[src/sample_pkg.sv]
package sample_pkg;

	localparam int SAMPLE_WIDTH = 16;
	typedef logic [SAMPLE_WIDTH-1:0] sample_t;

	// Mode field in the low bits of a host command, seeds sit above it.
	localparam int MODE_WIDTH = 4;
	typedef logic [MODE_WIDTH-1:0] mode_t;

	localparam int CMD_RUN_TABLE = 0;
	localparam int CMD_RUN_TRI = 1;
	localparam int CMD_RUN_RAND = 2;
	localparam int CMD_HALT = 3;

	localparam int PERIOD_WIDTH = 16;
	typedef logic [PERIOD_WIDTH-1:0] period_t;

	// Status word is {period, table_ready}.
	typedef logic [PERIOD_WIDTH:0] status_t;

	localparam sample_t LFSR_TAPS = 16'hB400; // Galois feedback mask.
	localparam sample_t TRI_STEP = 16'h0400;

	localparam int DAC_STAGES = 5;

endpackage

[src/dma_stream_if.sv]
`timescale 1ns/10ps

interface dma_stream_if import sample_pkg::*; #(
	parameter int BATCH_SIZE = 4
) ();

	logic [BATCH_SIZE*SAMPLE_WIDTH-1:0] tdata; // One batch per beat.
	logic tvalid;
	logic tlast;
	logic tready;

	modport source (
		output tdata,
		output tvalid,
		output tlast,
		input tready
	);

	modport sink (
		input tdata,
		input tvalid,
		input tlast,
		output tready
	);

endinterface

[src/lfsr.sv]
`timescale 1ns/10ps

module lfsr import sample_pkg::*; (
	input logic clk,
	input logic rst,
	input logic load,
	input sample_t seed,
	input logic run,
	output sample_t sample
);

	sample_t state;

	assign sample = state;

	always_ff @(posedge clk) begin
		if (rst) begin
			state <= 16'h0001;
		end else if (load) begin
			state <= (seed == '0) ? 16'h0001 : seed; // The all-zero state would lock up.
		end else if (run) begin
			state <= (state >> 1) ^ (state[0] ? LFSR_TAPS : '0);
		end
	end

endmodule

[src/tri_wave_gen.sv]
`timescale 1ns/10ps

module tri_wave_gen import sample_pkg::*; #(
	parameter int BATCH_SIZE = 4
) (
	input logic clk,
	input logic rst,
	input logic run,
	output sample_t [BATCH_SIZE-1:0] batch
);

	localparam logic [16:0] LANE_STEP = 17'(TRI_STEP);
	localparam logic [16:0] BATCH_STEP = 17'(BATCH_SIZE * TRI_STEP);

	logic [16:0] phase;

	always_ff @(posedge clk) begin
		if (rst) begin
			phase <= '0;
		end else if (run) begin
			phase <= phase + BATCH_STEP; // Wraps modulo 2^17.
		end
	end

	// The upper half of the phase range is mirrored, so the ramp folds back down.
	always_comb begin
		logic [16:0] lane_phase;
		for (int i = 0; i < BATCH_SIZE; i++) begin
			lane_phase = phase + 17'(i) * LANE_STEP;
			batch[i] = lane_phase[16] ? ~lane_phase[15:0] : lane_phase[15:0];
		end
	end

	a_phase_holds: assert property (
		@(posedge clk) disable iff (rst)
		!run |=> $stable(phase)
	) else $error("tri_wave_gen phase moved without run");

endmodule

[src/wave_table_player.sv]
`timescale 1ns/10ps

module wave_table_player import sample_pkg::*; #(
	parameter int BATCH_SIZE = 4,
	parameter int TABLE_DEPTH = 64
) (
	input logic clk,
	input logic rst,
	input logic halt,
	input logic run,
	dma_stream_if.sink dma,
	output logic table_ready,
	output period_t period,
	output sample_t [BATCH_SIZE-1:0] batch,
	output logic batch_valid
);

	localparam int BATCH_WIDTH = BATCH_SIZE * SAMPLE_WIDTH;
	localparam int ADDR_WIDTH = $clog2(TABLE_DEPTH);

	typedef logic [ADDR_WIDTH-1:0] addr_t;

	logic [BATCH_WIDTH-1:0] table_ram [TABLE_DEPTH];
	addr_t wr_addr;
	addr_t rd_addr;
	logic loading;
	logic beat;

	assign dma.tready = loading;
	assign beat = dma.tvalid && dma.tready;
	assign batch = table_ram[rd_addr];
	assign batch_valid = table_ready && !loading;

	always_ff @(posedge clk) begin
		if (beat) begin
			table_ram[wr_addr] <= dma.tdata;
		end
	end

	// A stream is accepted from the cycle after tvalid is first seen.
	always_ff @(posedge clk) begin
		if (rst) begin
			loading <= 1'b0;
			table_ready <= 1'b0;
			wr_addr <= '0;
			period <= '0;
		end else if (!loading) begin
			if (dma.tvalid) begin
				loading <= 1'b1;
				table_ready <= 1'b0; // The old table is overwritten.
			end
		end else if (beat) begin
			if (dma.tlast) begin
				loading <= 1'b0;
				table_ready <= 1'b1;
				wr_addr <= '0;
				period <= period_t'(wr_addr) + period_t'(1);
			end else begin
				wr_addr <= wr_addr + 1'b1;
			end
		end
	end

	always_ff @(posedge clk) begin
		if (rst || halt || loading) begin
			rd_addr <= '0;
		end else if (run && batch_valid) begin
			if (period_t'(rd_addr) + period_t'(1) >= period) begin
				rd_addr <= '0; // Wrap after the last loaded beat.
			end else begin
				rd_addr <= rd_addr + 1'b1;
			end
		end
	end

	a_table_fits: assert property (
		@(posedge clk) disable iff (rst)
		(beat && !dma.tlast) |-> (wr_addr != addr_t'(TABLE_DEPTH - 1))
	) else $error("DMA stream longer than the wave table");

endmodule

[src/sample_generator.sv]
`timescale 1ns/10ps

module sample_generator import sample_pkg::*; #(
	parameter int BATCH_SIZE = 4,
	parameter int TABLE_DEPTH = 64,
	parameter int BS_WIDTH = 16
) (
	input logic clk,
	input logic rst,
	input logic [MODE_WIDTH+BATCH_SIZE*SAMPLE_WIDTH-1:0] cmd,
	input logic cmd_valid,
	input logic dac_rdy,
	input logic [BS_WIDTH-1:0] burst_size,
	input logic transfer_rdy,
	output status_t status_word,
	output logic status_valid,
	output logic [BATCH_SIZE*SAMPLE_WIDTH-1:0] dac_batch,
	output logic dac_batch_valid,
	dma_stream_if.sink dma
);

	localparam int BATCH_WIDTH = BATCH_SIZE * SAMPLE_WIDTH;

	typedef enum logic {IDLE, HALTED} halt_state_t;

	halt_state_t state;
	mode_t mode;
	logic halt, halt_cmd, set_seeds;
	logic run_rand, run_tri, run_table;
	logic sel_tri, sel_table;
	sample_t [BATCH_SIZE-1:0] rand_seed, rand_batch, tri_batch, table_batch, batch_in;
	logic valid_in;
	logic table_ready, table_valid;
	period_t period;
	status_t status_cur;
	logic [DAC_STAGES-1:0] pipe_valid;
	logic [DAC_STAGES-1:0][BATCH_WIDTH-1:0] pipe_data;
	logic [BS_WIDTH-1:0] burst_cnt;

	for (genvar i = 0; i < BATCH_SIZE; i++) begin : g_lane
		lfsr i_lfsr (
			.clk(clk),
			.rst(rst),
			.load(set_seeds),
			.seed(rand_seed[i]),
			.run(run_rand && dac_rdy && !set_seeds),
			.sample(rand_batch[i])
		);
	end

	// A new command restarts the triangle from phase zero.
	tri_wave_gen #(.BATCH_SIZE(BATCH_SIZE)) i_tri_wave_gen (
		.clk(clk),
		.rst(rst || halt || cmd_valid),
		.run(sel_tri && dac_rdy),
		.batch(tri_batch)
	);

	wave_table_player #(.BATCH_SIZE(BATCH_SIZE), .TABLE_DEPTH(TABLE_DEPTH)) i_wave_table_player (
		.clk(clk),
		.rst(rst),
		.halt(halt || cmd_valid),
		.run(sel_table && dac_rdy),
		.dma(dma),
		.table_ready(table_ready),
		.period(period),
		.batch(table_batch),
		.batch_valid(table_valid)
	);

	assign mode = cmd[MODE_WIDTH-1:0];
	assign halt = halt_cmd || (state == HALTED);
	assign sel_tri = run_tri && !run_rand;
	assign sel_table = run_table && !run_rand && !run_tri;
	assign status_cur = {period, table_ready};
	assign dac_batch = pipe_data[DAC_STAGES-1];
	assign dac_batch_valid = pipe_valid[DAC_STAGES-1] && dac_rdy && !halt;

	always_comb begin
		batch_in = '0;
		valid_in = 1'b0;
		if (run_rand) begin
			batch_in = rand_batch;
			valid_in = !set_seeds; // Seeds are still loading.
		end else if (sel_tri) begin
			batch_in = tri_batch;
			valid_in = 1'b1;
		end else if (sel_table) begin
			batch_in = table_batch;
			valid_in = table_valid;
		end
	end

	always_ff @(posedge clk) begin
		if (rst || halt) begin
			{halt_cmd, run_rand, run_tri, run_table, set_seeds} <= '0;
			rand_seed <= '0;
		end else begin
			set_seeds <= cmd_valid && mode[CMD_RUN_RAND];
			if (cmd_valid) begin
				halt_cmd <= mode[CMD_HALT];
				run_rand <= mode[CMD_RUN_RAND];
				run_tri <= mode[CMD_RUN_TRI];
				run_table <= mode[CMD_RUN_TABLE];
				if (mode[CMD_RUN_RAND]) begin
					rand_seed <= cmd[MODE_WIDTH +: BATCH_WIDTH];
				end
			end
		end
	end

	// Halt drops every batch in flight.
	always_ff @(posedge clk) begin
		if (rst || halt) begin
			pipe_valid <= '0;
		end else if (dac_rdy) begin
			pipe_valid <= {pipe_valid[DAC_STAGES-2:0], valid_in};
		end
	end

	always_ff @(posedge clk) begin
		if (dac_rdy) begin
			pipe_data <= {pipe_data[DAC_STAGES-2:0], batch_in};
		end
	end

	always_ff @(posedge clk) begin
		if (rst) begin
			state <= IDLE;
			burst_cnt <= '0;
		end else begin
			case (state)
				IDLE: begin
					if (halt_cmd) begin
						state <= HALTED;
					end else if (cmd_valid) begin
						burst_cnt <= '0; // Each run command starts a fresh burst.
					end else if ((burst_size != '0) && dac_batch_valid) begin
						if (burst_cnt == burst_size - 1'b1) begin
							state <= HALTED;
						end
						burst_cnt <= burst_cnt + 1'b1;
					end
				end
				HALTED: begin
					if (!pipe_valid[DAC_STAGES-1]) begin
						state <= IDLE;
						burst_cnt <= '0;
					end
				end
			endcase
		end
	end

	always_ff @(posedge clk) begin
		if (rst || halt) begin
			status_valid <= 1'b0;
			status_word <= '0;
		end else if (!status_valid) begin
			if (status_word != status_cur) begin
				status_word <= status_cur;
				status_valid <= 1'b1;
			end
		end else if (transfer_rdy) begin
			status_valid <= 1'b0;
		end else begin
			status_word <= status_cur; // Keep the pending word current.
		end
	end

	a_status_pending: assert property (
		@(posedge clk) disable iff (rst)
		(status_valid && !transfer_rdy && !halt) |=> status_valid
	) else $error("status_valid dropped before the host took the word");

	a_halt_silences: assert property (
		@(posedge clk) disable iff (rst)
		halt |=> !dac_batch_valid
	) else $error("valid DAC batch right after halt");

endmodule

[src/dac_sample_top.sv]
`timescale 1ns/10ps

module dac_sample_top import sample_pkg::*; #(
	parameter int BATCH_SIZE = 4,
	parameter int TABLE_DEPTH = 64,
	parameter int BS_WIDTH = 16
) (
	input logic clk,
	input logic rst,
	input logic [MODE_WIDTH+BATCH_SIZE*SAMPLE_WIDTH-1:0] cmd,
	input logic cmd_valid,
	input logic dac_rdy,
	input logic [BS_WIDTH-1:0] burst_size,
	input logic transfer_rdy,
	input logic [BATCH_SIZE*SAMPLE_WIDTH-1:0] dma_tdata,
	input logic dma_tvalid,
	input logic dma_tlast,
	output logic dma_tready,
	output status_t status_word,
	output logic status_valid,
	output logic [BATCH_SIZE*SAMPLE_WIDTH-1:0] dac_batch,
	output logic dac_batch_valid
);

	dma_stream_if #(.BATCH_SIZE(BATCH_SIZE)) dma ();

	assign dma.tdata = dma_tdata;
	assign dma.tvalid = dma_tvalid;
	assign dma.tlast = dma_tlast;
	assign dma_tready = dma.tready;

	sample_generator #(
		.BATCH_SIZE(BATCH_SIZE),
		.TABLE_DEPTH(TABLE_DEPTH),
		.BS_WIDTH(BS_WIDTH)
	) i_sample_generator (
		.clk(clk),
		.rst(rst),
		.cmd(cmd),
		.cmd_valid(cmd_valid),
		.dac_rdy(dac_rdy),
		.burst_size(burst_size),
		.transfer_rdy(transfer_rdy),
		.status_word(status_word),
		.status_valid(status_valid),
		.dac_batch(dac_batch),
		.dac_batch_valid(dac_batch_valid),
		.dma(dma)
	);

endmodule

[config.mk]
export PLATFORM = sky130hd
export DESIGN_NAME = dac_sample_top
export DESIGN_NICKNAME = d
export VERILOG_FILES = /design/src/sample_pkg.sv /design/src/dma_stream_if.sv /design/src/lfsr.sv /design/src/tri_wave_gen.sv /design/src/wave_table_player.sv /design/src/sample_generator.sv /design/src/dac_sample_top.sv
export SDC_FILE = /design/constraint.sdc
export NUM_CORES = 2
export LEC_CHECK = 0
export ABC_AREA = 0
export BUFFER_PORTS_ARGS = -buffer_cell sky130_fd_sc_hd__buf_2
export CORE_MARGIN = 2
export CORE_UTILIZATION = 37
export CTS_CLUSTER_SIZE = 10
export DETAILED_ROUTE_END_ITERATION = 8
export GPL_TIMING_DRIVEN = 0
export MAX_ROUTING_LAYER = met4
export PLACE_DENSITY = 0.53
export SLEW_MARGIN = 20
export SYNTH_ARGS = -nofsm -noshare
export SYNTH_HDL_FRONTEND = slang
export SYNTH_SLANG_ARGS = --single-unit
[constraint.sdc]
create_clock -name clk -period 4.3 [get_ports clk]
set_input_delay 0.215 -clock clk [delete_from_list [all_inputs] [get_ports clk]]
set_output_delay 0.215 -clock clk [all_outputs]
set_load 0.005 [all_outputs]
* Word level (Yosys, flattened, before mapping)
Memory sizes are Yosys's and may differ from the RTL's. A register that Yosys moved wholly into a read port is not among the register bits. Cells that the tools add are included.
Storage, ports and cells: flip-flop bits (word level) 540, memory bits (writable) 4096, logic and storage cells 154, memories 1
Memory list:
- i_sample_generator.i_wave_table_player.table_ram | words 64, bits a word 64, rd ports 1, clocked after memory_dff 1, wr ports 1, line wave_table_player.sv:23 | logic [BATCH_WIDTH-1:0] table_ram [TABLE_DEPTH];
Cells by class: $add $sub $neg 10, magnitude comparators 1, equal/unequal tests 8, multiplexer cells 57, bitwise operators 9, reduce and logical (&&, ||, !) cells 39
Operator list (count):
- 16-bit two-way mux | 24
- 64-bit two-way mux | 3
- 16-bit zero test | 4
- 16-bit inverter | 4
- 15-bit by 16-bit XOR with 16-bit output | 4
- 17-bit two-way mux | 3
- 17-bit by 12-bit adder with 17-bit output (second input constant) | 2
- 16-bit case mux with 2 select lines | 1
- 6-bit two-way mux | 4
- 1-bit two-way mux | 21
- 17-bit by 11-bit adder with 17-bit output (second input constant) | 1
- 17-bit by 13-bit adder with 17-bit output (second input constant) | 1
- 17-bit != test | 1
- 16-bit by 1-bit adder with 16-bit output (second input constant) | 1
- 16-bit == test | 1
- 7-bit by 16-bit greater-or-equal comparator with 1-bit output | 1
- 16-bit nonzero test | 1
- 16-bit by 1-bit subtractor with 16-bit output (second input constant) | 1
- 6-bit by 1-bit adder with 7-bit output (second input constant) | 2
- 1-bit logical AND | 14
- 6-bit by 1-bit adder with 6-bit output (second input constant) | 2
- 3-bit AND reduction | 3
- 2-bit != test (second input constant) | 4
- 1-bit logical OR | 6
- other kinds (7) | 15

* Logic depth before layout (Yosys ltp)
word-level depth 8, mapped depth 12, gate-level depth less buffers 9

* By module
Synthesis repeated with hierarchy kept, for this count alone.
Second synthesis, totals: cells, all modules 8214, area, all modules 175931.2 µm²
By module, submodules not included:
- wave_table_player | instances 1, cells each 6607, area an instance 155879.5 µm², sequential area each 123538.5 µm²
- sample_generator | instances 1, cells each 1192, area an instance 16151.7 µm², sequential area each 11791.3 µm²
- lfsr | instances 4, cells each 82, area an instance 794.5 µm², sequential area each 320.3 µm²
- tri_wave_gen | instances 1, cells each 87, area an instance 721.9 µm², sequential area each 100.1 µm²

* Worst setup path before layout
No wires, ideal clock.
path type flip-flop to flip-flop, start register i_sample_generator.i_wave_table_player.wr_addr[1], end memory i_sample_generator.i_wave_table_player.table_ram[9][0] in the netlist's numbering, enable pin, setup time 0.487 ns, arrival time 4.017 ns, slack -0.203 ns, stages on the path, launching flop included 5, path buffers 1, clock period less this slack 4.503 ns, cell sequence dfxtp_1 clkbuf_1 or3b_2 or2_2 nor2_1
RTL lines:
- start, declared | line wave_table_player.sv:24 | addr_t wr_addr;
- start signal, assigned | line wave_table_player.sv:59 | wr_addr <= wr_addr + 1'b1;
- end, declared | line wave_table_player.sv:23
Straight into the memory's write port.

==> run summary <==
Place WS = -1.36 ns
mapped cell area = 176000 sq um
CP cell instances = buf_2, buf_2, clkbuf_2, mux4_2, mux2i_1, o22ai_1, o22ai_2, o21ai_1
core area = 474000 sq um
Final Hold Vio Count = 0
critical path arrival = 5.25 ns
most used cell, CP = buf_2
count leader, synth = edfxtp_1
EDFF count, synth = 4416
layout cells sized above 1 = 26.5%
Max-cap violations = 0
Clk pin slew, worst setup/hold paths = 0.06 ns
CP Capture Type = flop
post-DR wirelength/cell = 36.0 um
setup violators final = 11
synthesized area per cell = 20.7 sq um
Synthesis Warnings = 0
largest net degree at the start of global routing = 104
Synth Flop Type = edfxtp_1
Max Buffers Root-to-Sink = 4
Finished Layout Cells = 16200
leakage dissipation = 64.2 nW
nets = 9986
number of synthesized register bits = 4612
instance count of the mapped netlist = 8487
Die Wd = 693 um
Slew @ Worst Pin = 1.30 ns
Yosys cell types = 64
Slowest-stage cell, CP = buf_2
IO Pins = 239
f_max = 222 MHz
Tcrit/Tclk final = 105%
DR iter-0 viols = 12700
Final Cell Area = 210000 sq um
GRT Total Usage = 24.6%
Initial Utilization = 37.1%
TritonCTS clock tree = done
startpoint types = flop
post-route setup slack = -0.194 ns
worst-path fanout max = 10
initial antenna violation count = 59
sequential area share after synthesis = 77.7%
Core Rows = 253
placed instance count = 15300
main area contributors after synthesis = edfxtp_1, mux4_2, mux2i_1
final WL = 585 mm
Hold Path Stages = 4
residual DRC count = 0
Num CTS Buffers = 539
Synth top cells by count = edfxtp_1, mux4_2, mux2i_1, nand2_1, a21oi_1
Root Driver = clkbuf_16
Port-buffer cells = 227
clock latency on the worst-skew pair = 1.03 ns
Slew Limit Fails = 0
Yosys top cell area share = 75.5%
FF-to-FF path depth = 8
routability cong. = 0.877
total gr overflow = 0
Placement Cell Area = 193000 sq um
Synth area leader = edfxtp_1
Syn-to-layout area delta = 19.6%
WS Path Type = flop to flop
HP Class = primary input to flop
Max stage delay on crit path = 0.66 ns
async set-reset flop share out of synthesis = 0%
Design Power = 91.8 mW
first-pass GRT wire length = 787 mm
vias in the first global route = 92700
clock sinks = 4612
Power Dens Cells = 437 nW/um^2
dpl hpwl = 403 mm
RSZ-0062 raised after global routing = false
skew final = 0.0458 ns
Pre-Repair DR Iteration Count = 6
Antenna Nets Post-Route = 0
Max-Slew Margin vs Limit = 13.6%
die area = 480000 sq um
failing checks = negative setup slack
Setup TNS = -0.582 ns
Max IR drop VDD = 444 uV
# H-tree levels = 6
die height = 693 um
status = finished, violations left
routed via count = 94400
number of fill cells = 39900
Final Critical Period = 4.49 ns
Worst Path Required = 5.05 ns
Vias/cell = 5.81
-- per-stage QoR --
stage	hold WS [ns]	util (%)
final	0.0741	44.4
after global routing	0.0624	44.3
after CTS	0.000164	44.3
after detailed placement	0.405	40.6
after global placement	0.400	39.0
after floorplan	0.314	-
-- worst paths after layout --
path | startpoint | end | slack (ns)
worst min-delay path | transfer_rdy | i_sample_generator.status_word[0] | 0.07
worst max-delay path | flop | i_sample_generator.pipe_data[30] | -0.19
worst min register to register | i_sample_generator.pipe_data[161] | i_sample_generator.pipe_data[225] | 0.40
worst max register to register | flop | i_sample_generator.pipe_data[30] | -0.19
-- per-layer routing --
layer  wire length [um]  global-route usage, %
met5                  0                      -
met4              18600                   6.95
met3              59200                   5.67
met2             275000                   38.3
met1             232000                   32.5
-- report_power, final --
part	switching (mW)	internal, mW	leakage, nW
sequential	0.128	49.5	41.6
clock	17.1	23.2	7.18
combinational	1.41	0.505	15.4
total	18.6	73.2	64.2
-- logic make-up (layout without fill, tap and decap cells) --
group	after synthesis	in the layout	share of synthesized area, %
AO/OA/AOI/OAI	920	920	3.31
XOR/XNOR	65	65	0.324
adder cells (fa/ha/maj)	13	13	0.0926
buffers and inverters	576	2045	1.68
flip-flops	4612	4612	77.7
multiplexers	1456	1456	14.8
other	1	40	0.00213
AND/OR/NAND/NOR	844	844	2.14
-- final cells by class --
class / count / area [sq um] / share of cell area [%]
Timing Repair Buffer: 784 / 10600 / 5.03
Inverter: 15 / 56.3 / 0.0268
Buffer: 559 / 3160 / 1.50
Multi-Input combinational cell: 3307 / 37200 / 17.7
Tap cell: 6247 / 7820 / 3.72
Sequential cell: 4612 / 137000 / 65.0
Clock buffer: 645 / 14300 / 6.81
Clock inverter: 42 / 409 / 0.195
Antenna cell: 31 / 77.6 / 0.0369
-- what timing repair did --
action / in CTS / in global routing
setup buffers: 0 / 0
gates resized for setup: 129 / 24
hold endpoints to repair: 4215 / 128
pin swaps: 0 / 1
setup endpoints to repair: 64 / 18
hold buffers: 236 / 2
-- worst max-delay path, delay by kind of cell (launching register included) --
family	cells	cell delay (ns)
buf+inv	3	1.79
flops	1	0.64
compound gates	3	1.00
mux	2	0.71
-- layout by cell type, fill, tap and decap left out, types with 199 or more instances in the layout --
| cell | netlist | routed |
|---|---|---|
| dlygate4sd3_1 | 0 | 238 |
| mux2i_1 | 486 | 483 |
| a22oi_1 | 206 | 206 |
| edfxtp_1 | 4416 | 4416 |
| nand2_1 | 330 | 330 |
| buf_4 | 129 | 223 |
| a21oi_1 | 280 | 280 |
| clkbuf_16 | 0 | 557 |
| buf_12 | 0 | 199 |
| mux4_2 | 901 | 901 |
| clkbuf_1 | 255 | 257 |
| buf_2 | 110 | 251 |
-- sequential cells by signal (all words and copies together) (netlist names), 5 cells and up, named ones only --
register and count:
i_sample_generator.burst_cnt 16, i_sample_generator.dac_batch 64, i_sample_generator.g_lane.i_lfsr.sample 64, i_sample_generator.i_tri_wave_gen.phase 5, i_sample_generator.i_wave_table_player.period 7, i_sample_generator.i_wave_table_player.rd_addr 6
i_sample_generator.i_wave_table_player.table_ram 4096, i_sample_generator.i_wave_table_player.wr_addr 6, i_sample_generator.pipe_data 256, i_sample_generator.pipe_valid 5, i_sample_generator.rand_seed 64, i_sample_generator.status_word 8
No activity file was read; power rests on OpenSTA's default activity.
